### config.mk
export PLATFORM = sky130hd
export DESIGN_NAME = rs_cluster
export DESIGN_NICKNAME = d
export VERILOG_FILES = /design/src/rs_pkg.sv /design/src/reservation_station.sv /design/src/issue_arbiter.sv /design/src/rs_cluster.sv
export SDC_FILE = /design/constraint.sdc
export NUM_CORES = 2
export LEC_CHECK = 0
export BUFFER_PORTS_ARGS = -buffer_cell sky130_fd_sc_hd__buf_2
export CAP_MARGIN = 0
export CORE_ASPECT_RATIO = 0.75
export CORE_MARGIN = 1.5
export CORE_UTILIZATION = 55
export DETAILED_ROUTE_END_ITERATION = 8
export GPL_TIMING_DRIVEN = 0
export PLACE_DENSITY = 0.8
export SLEW_MARGIN = 20
export SYNTH_ARGS = -nofsm -noshare
export SYNTH_HDL_FRONTEND = slang
export SYNTH_HIERARCHICAL = 1
export SYNTH_SLANG_ARGS = --single-unit
### constraint.sdc
create_clock -name clk -period 10.7 [get_ports clk]
set_input_delay 1.605 -clock clk [delete_from_list [all_inputs] [get_ports clk]]
set_output_delay 1.605 -clock clk [all_outputs]
set_load 0.1 [all_outputs]
### src/rs_pkg.sv
package rs_pkg;

  localparam int TAG_W    = 8;   // Physical register tag.
  localparam int PC_W     = 32;
  localparam int OP_W     = 4;
  localparam int RS_DEPTH = 8;   // Entries per station.

  // Broadcast ports: ALU, mul/div, load, branch/CSR.
  localparam int NUM_WB   = 4;

  typedef logic [TAG_W-1:0] tag_t;

  // One result broadcast.
  typedef struct packed {
    logic valid;
    tag_t tag;
  } wb_t;

  typedef wb_t [NUM_WB-1:0] wb_bus_t;

  // Both source operands of an operation, as tags with ready bits.
  typedef struct packed {
    tag_t tag1;
    logic rdy1;
    tag_t tag2;
    logic rdy2;
  } src_t;

  typedef struct packed {
    logic [PC_W-1:0] pc;
    tag_t            rd;
    logic [OP_W-1:0] op;
    logic            high;  // Upper half of the product.
  } mul_payload_t;

  typedef struct packed {
    logic [PC_W-1:0] pc;
    tag_t            rd;
    logic [OP_W-1:0] op;
    logic            is_signed;
    logic            rem;  // Remainder instead of quotient.
  } div_payload_t;

  // Operation handed to the shared multiply/divide unit.
  typedef struct packed {
    logic            valid;
    logic            unit;    // 0 multiply, 1 divide.
    logic [PC_W-1:0] pc;
    tag_t            rd;
    logic [OP_W-1:0] op;
    logic            flag_a;  // high or is_signed.
    logic            flag_b;  // 0 or rem.
    tag_t            src1;
    tag_t            src2;
  } issue_t;

endpackage

### src/reservation_station.sv
`timescale 1ns/1ps

module reservation_station #(
  parameter type payload_t = rs_pkg::mul_payload_t,
  parameter int  DEPTH     = rs_pkg::RS_DEPTH
) (
  input  logic            clk,
  input  logic            arst_n,
  input  logic            flush,
  input  logic            disp_valid,
  input  payload_t        disp_payload,
  input  rs_pkg::src_t    disp_src,
  input  rs_pkg::wb_bus_t wb,
  output logic            full,
  output logic            req,
  output payload_t        req_payload,
  output rs_pkg::src_t    req_src,
  input  logic            grant
);

  logic [DEPTH-1:0] busy;
  payload_t         payload_q [DEPTH];
  rs_pkg::src_t     src_q [DEPTH];
  logic [DEPTH-1:0] ready_vec;  // Busy with both sources ready.
  logic [DEPTH-1:0] req_oh;
  logic [DEPTH-1:0] free_oh;
  rs_pkg::src_t     disp_entry;

  // True when any valid broadcast carries this tag.
  function automatic logic wb_hit(input rs_pkg::tag_t tag, input rs_pkg::wb_bus_t bus);
    logic hit;
    hit = 1'b0;
    for (int p = 0; p < rs_pkg::NUM_WB; p++) begin
      hit |= bus[p].valid && (bus[p].tag == tag);
    end
    return hit;
  endfunction

  always_comb begin
    for (int i = 0; i < DEPTH; i++) begin
      ready_vec[i] = busy[i] & src_q[i].rdy1 & src_q[i].rdy2;
    end
  end

  // Lowest set bit of ready_vec, lowest clear bit of busy.
  assign req_oh  = ready_vec & (~ready_vec + 1'b1);
  assign free_oh = ~busy & (busy + 1'b1);

  assign req  = |ready_vec;
  assign full = &busy;

  always_comb begin
    req_payload = payload_q[0];
    req_src     = src_q[0];
    for (int i = 0; i < DEPTH; i++) begin
      if (req_oh[i]) begin
        req_payload = payload_q[i];
        req_src     = src_q[i];
      end
    end
  end

  // A result broadcast in the dispatch cycle would otherwise be missed.
  always_comb begin
    disp_entry      = disp_src;
    disp_entry.rdy1 = disp_src.rdy1 | wb_hit(disp_src.tag1, wb);
    disp_entry.rdy2 = disp_src.rdy2 | wb_hit(disp_src.tag2, wb);
  end

  always_ff @(posedge clk or negedge arst_n) begin
    if (!arst_n) begin
      busy <= '0;
    end else if (flush) begin
      busy <= '0;  // Exception or trap return drops everything.
    end else begin
      busy <= (busy & ~(req_oh & {DEPTH{grant}})) | (free_oh & {DEPTH{disp_valid}});
    end
  end

  // Entry contents; an entry only counts while busy.
  always_ff @(posedge clk) begin
    for (int i = 0; i < DEPTH; i++) begin
      if (disp_valid && free_oh[i]) begin
        payload_q[i] <= disp_payload;
        src_q[i]     <= disp_entry;
      end else if (busy[i]) begin
        if (wb_hit(src_q[i].tag1, wb)) begin
          src_q[i].rdy1 <= 1'b1;
        end
        if (wb_hit(src_q[i].tag2, wb)) begin
          src_q[i].rdy2 <= 1'b1;
        end
      end
    end
  end

  // Dispatch relies on the full flag seen by rename.
  a_no_disp_full: assert property (
    @(posedge clk) disable iff (!arst_n) disp_valid |-> !full
  ) else $error("dispatch into full station");

  // The arbiter may only grant a station that is asking.
  a_grant_has_req: assert property (
    @(posedge clk) disable iff (!arst_n) grant |-> req
  ) else $error("grant without request");

endmodule

### src/issue_arbiter.sv
`timescale 1ns/1ps

module issue_arbiter (
  input  logic                 clk,
  input  logic                 arst_n,
  input  logic                 flush,
  input  logic                 mul_req,
  input  rs_pkg::mul_payload_t mul_payload,
  input  rs_pkg::src_t         mul_src,
  input  logic                 div_req,
  input  rs_pkg::div_payload_t div_payload,
  input  rs_pkg::src_t         div_src,
  output logic                 mul_grant,
  output logic                 div_grant,
  output rs_pkg::issue_t       issue
);

  logic           last_mul;  // Multiply took the last grant.
  rs_pkg::issue_t issue_next;

  // Single requester wins outright, a contest goes to the other side.
  assign mul_grant = mul_req && (!div_req || !last_mul);
  assign div_grant = div_req && (!mul_req || last_mul);

  always_comb begin
    issue_next = '0;
    if (mul_grant) begin
      issue_next.valid  = 1'b1;
      issue_next.unit   = 1'b0;
      issue_next.pc     = mul_payload.pc;
      issue_next.rd     = mul_payload.rd;
      issue_next.op     = mul_payload.op;
      issue_next.flag_a = mul_payload.high;
      issue_next.flag_b = 1'b0;
      issue_next.src1   = mul_src.tag1;
      issue_next.src2   = mul_src.tag2;
    end else if (div_grant) begin
      issue_next.valid  = 1'b1;
      issue_next.unit   = 1'b1;
      issue_next.pc     = div_payload.pc;
      issue_next.rd     = div_payload.rd;
      issue_next.op     = div_payload.op;
      issue_next.flag_a = div_payload.is_signed;
      issue_next.flag_b = div_payload.rem;
      issue_next.src1   = div_src.tag1;
      issue_next.src2   = div_src.tag2;
    end
  end

  always_ff @(posedge clk or negedge arst_n) begin
    if (!arst_n) begin
      last_mul <= 1'b0;
      issue    <= '0;
    end else if (flush) begin
      issue.valid <= 1'b0;  // Flushed grant is dropped, priority kept.
    end else begin
      if (mul_grant || div_grant) begin
        last_mul <= mul_grant;
      end
      issue <= issue_next;
    end
  end

  a_grant_onehot: assert property (
    @(posedge clk) disable iff (!arst_n) !(mul_grant && div_grant)
  ) else $error("both stations granted");

endmodule

### src/rs_cluster.sv
`timescale 1ns/1ps

module rs_cluster (
  input  logic                 clk,
  input  logic                 arst_n,
  input  logic                 mul_disp_valid,
  input  rs_pkg::mul_payload_t mul_disp_payload,
  input  rs_pkg::src_t         mul_disp_src,
  input  logic                 div_disp_valid,
  input  rs_pkg::div_payload_t div_disp_payload,
  input  rs_pkg::src_t         div_disp_src,
  input  rs_pkg::wb_bus_t      wb,
  input  logic                 flush,
  output logic                 mul_full,
  output logic                 div_full,
  output rs_pkg::issue_t       issue
);

  logic                 mul_req;
  rs_pkg::mul_payload_t mul_req_payload;
  rs_pkg::src_t         mul_req_src;
  logic                 mul_grant;

  logic                 div_req;
  rs_pkg::div_payload_t div_req_payload;
  rs_pkg::src_t         div_req_src;
  logic                 div_grant;

  reservation_station #(
    .payload_t (rs_pkg::mul_payload_t)
  ) u_mul_rs (
    .clk          (clk),
    .arst_n       (arst_n),
    .flush        (flush),
    .disp_valid   (mul_disp_valid),
    .disp_payload (mul_disp_payload),
    .disp_src     (mul_disp_src),
    .wb           (wb),
    .full         (mul_full),
    .req          (mul_req),
    .req_payload  (mul_req_payload),
    .req_src      (mul_req_src),
    .grant        (mul_grant)
  );

  reservation_station #(
    .payload_t (rs_pkg::div_payload_t)
  ) u_div_rs (
    .clk          (clk),
    .arst_n       (arst_n),
    .flush        (flush),
    .disp_valid   (div_disp_valid),
    .disp_payload (div_disp_payload),
    .disp_src     (div_disp_src),
    .wb           (wb),
    .full         (div_full),
    .req          (div_req),
    .req_payload  (div_req_payload),
    .req_src      (div_req_src),
    .grant        (div_grant)
  );

  // One issue slot per cycle into the shared mul/div unit.
  issue_arbiter u_arbiter (
    .clk         (clk),
    .arst_n      (arst_n),
    .flush       (flush),
    .mul_req     (mul_req),
    .mul_payload (mul_req_payload),
    .mul_src     (mul_req_src),
    .div_req     (div_req),
    .div_payload (div_req_payload),
    .div_src     (div_req_src),
    .mul_grant   (mul_grant),
    .div_grant   (div_grant),
    .issue       (issue)
  );

endmodule

==> impl_metrics.py <==
metrics = {
    "run_status": {
        "status": "complete, but fails checks",
        "violations": "DRC",
    },
    "place": {
        "dp_hpwl_mm": 184,
        "place_area_mm2": 0.0628,
        "gp_routability_congestion": 1.06,
        "io_buffers": 197,
    },
    "critical_path": {
        "worstSetupEndpointType": "flip-flop",
        "start_kind": "flip-flop",
        "reg2reg_from": "u_mul_rs/busy[3]",
        "crit_type": "reg2reg",
        "crit_required_ps": 11330,
        "path_max_fanout": 10,
        "crit_path_start": "u_mul_rs/busy[3]",
        "crit_path_max_incr_delay_ps": 810,
        "worstRegToRegCells": 9,
        "cp.arrival_ps": 4840,
        "rr_endpoint": "u_arbiter/issue[8]",
        "crit_end": "u_arbiter/issue[8]",
        "critical_path.cell_chain": "nand3_1, buf_2, nor2_4, buf_2, o21ai_0, nor3b_1, o21ai_0, a31oi_1, a221o_1",
        "cp_slowest_cell": "dfrtp_1",
        "rrSetupSlack_ps": 6490,
    },
    "detailed_routing": {
        "avgViaCountPerCell": 6.97,
        "wirelength_mm": 265,
        "post_drt_wl_per_cell_um": 37.1,
        "ant_nets": 0,
        "drt-initial-drc-count": 9714,
        "drcViolationCount": 11,
        "num_vias": 49832,
        "drtPass1Iterations": 9,
    },
    "power_and_ir_drop": {
        "power.switching_mw": 2.67,
        "p_leak_nw": 23.6,
        "cellInternalPower_mw": 7.21,
        "power_density_mw_per_mm2": 149,
        "vdd_drop_max_v": 0.000162,
        "power_frac_clock_pct": 39.3,
        "total_power_mw": 9.88,
        "combPwrFrac_pct": 11.8,
        "p_seq_share_pct": 48.9,
        "switching_share_pct": 27.0,
    },
    "floorplan": {
        "start_util_pct": 55.4,
        "die_x_um": 382,
        "rows": 104,
        "dieArea_mm2": 0.110,
        "coreArea_mm2": 0.107,
        "io_pins": 234,
        "die_h_um": 287,
    },
    "clock_network": {
        "cts_tree": "done",
        "cts-root-buf": "clkbuf_16",
        "ctsResizeCount": 0,
        "cts_setup_buffers": 0,
        "cts.clk_slew.worst_paths_ps": 60,
        "clk_latency_ps": 760,
        "cts_made_buffers": 105,
        "hold_buffers": 0,
        "cts_sinks": 1097,
        "htree_levels": 3,
        "cts.path.max_buffers": 3,
    },
    "grt": {
        "antenna_found_initial": 33,
        "grt_pass1_vias": 44658,
        "grt_max_degree": 47,
        "grt_pass1_wl_mm": 359,
        "grtUsageTotal_pct": 47.2,
        "gr-total-overflow": 0,
    },
    "timing": {
        "timing.hold.ws_ps": 513,
        "fmax_ghz": 0.237,
        "final_min_period_over_clock_period_pct": 39.4,
        "slew_headroom_pct": 19.4,
        "slew_viol_final": 0,
        "setup_viol": 0,
        "skew_ps": 60.6,
        "hold_viol": 0,
        "rsz0062_at_grt": "no",
        "tightest_slew_ps": 1200,
        "period_needed_ps": 4210,
    },
    "cells_and_area": {
        "final_cell_mix": "edfxtp_1 (1012), xor2_1 (971), buf_2 (399)",
        "final_nets": 5781,
        "stdcell_area_mm2": 0.0665,
        "drive_above_1_share_pct": 12.9,
        "area.growth.synth_to_final_pct": 12.3,
        "ff_latch_area_mm2": 0.0325,
        "multi_input_area_mm2": 0.0238,
        "final_common_cell": "edfxtp_1",
        "fillers": 8354,
        "postLayoutCoreUtil_pct": 62.2,
    },
    "synth": {
        "synth_cells": 5272,
        "synth_nets": 5440,
        "synth.avg_cell_area_um2": 11.2,
        "synth_area_mm2": 0.0592,
        "yosysWarningCount": 6,
    },
    "min_path": {
        "hp-class": "reg2reg",
    },
    "run": {
        "max_cap_violations": 0,
    },
}
==> worst max-delay path: cells and delay by family, from the launching register on <==
kind / cells / cell delay, ps
AO/OA/AOI/OAI: 4 / 1560
AND/OR/NAND/NOR: 3 / 980
flip-flops: 1 / 810
buffers and inverters: 2 / 790
==> how the worst min path moves through the flow <==
stage / startpoint / endpoint / cells past startpoint
after CTS: u_arbiter/issue[62] / u_arbiter/issue[62] / 1
after global placement: u_arbiter/issue[62] / u_arbiter/issue[62] / 1
after detailed placement: u_arbiter/issue[62] / u_arbiter/issue[62] / 1
after floorplan: u_mul_rs/src_q[1][9] / u_mul_rs/src_q[1][9] / 2
final: u_arbiter/issue[62] / u_arbiter/issue[62] / 1
after global routing: u_arbiter/issue[16] / u_arbiter/issue[16] / 2
==> registers in the layout, summed over array words and instances, names as in the netlist <==
name	cells
u_div_rs/payload_q	368
u_mul_rs/payload_q	360
u_div_rs/src_q	144
u_mul_rs/src_q	144
u_arbiter/issue	64
u_div_rs/busy	8
u_mul_rs/busy	8
u_arbiter/last_mul	1
==> power by group through the flow <==
stage	sequential, mW	clock, mW	combinational [mW]
finish	4.83	3.88	1.17
floorplan	5.05	0	0.512
global route	4.83	4.04	1.19
detailed placement	4.91	0	1.11
CTS	4.82	3.89	1.12
global placement	4.92	0	1.09
==> final cells by class <==
type | instances | share of cell area (%)
antenna | 15 | 0.0565
buffer | 650 | 4.50
clock buffer | 131 | 4.24
clock inverter | 67 | 1.14
inverter | 14 | 0.124
multi-input combinational | 3511 | 35.8
sequential | 1097 | 48.9
tap | 1431 | 2.69
timing repair buffer | 234 | 2.56
==> routing by layer <==
layer,up-vias,part of all wire [%],track usage [%],routed length (um)
met5,-,0.10,0.775,274
met3,705,20,24.1,51900
li1,19853,-,-,-
met4,28,4.1,15.5,10800
met2,4926,38,60.2,99500
met1,24320,39,68.2,103000
==> stage by stage <==
step	setup slack, ps	cells	TNS [ps]
after CTS	6590	7135	0
after global placement	-1640	6900	-74560
after global routing	6530	7145	0
after floorplan	3720	5272	0
after detailed placement	6090	6937	0
final	6490	7150	0
No activity file was read; power rests on OpenSTA's default activity.
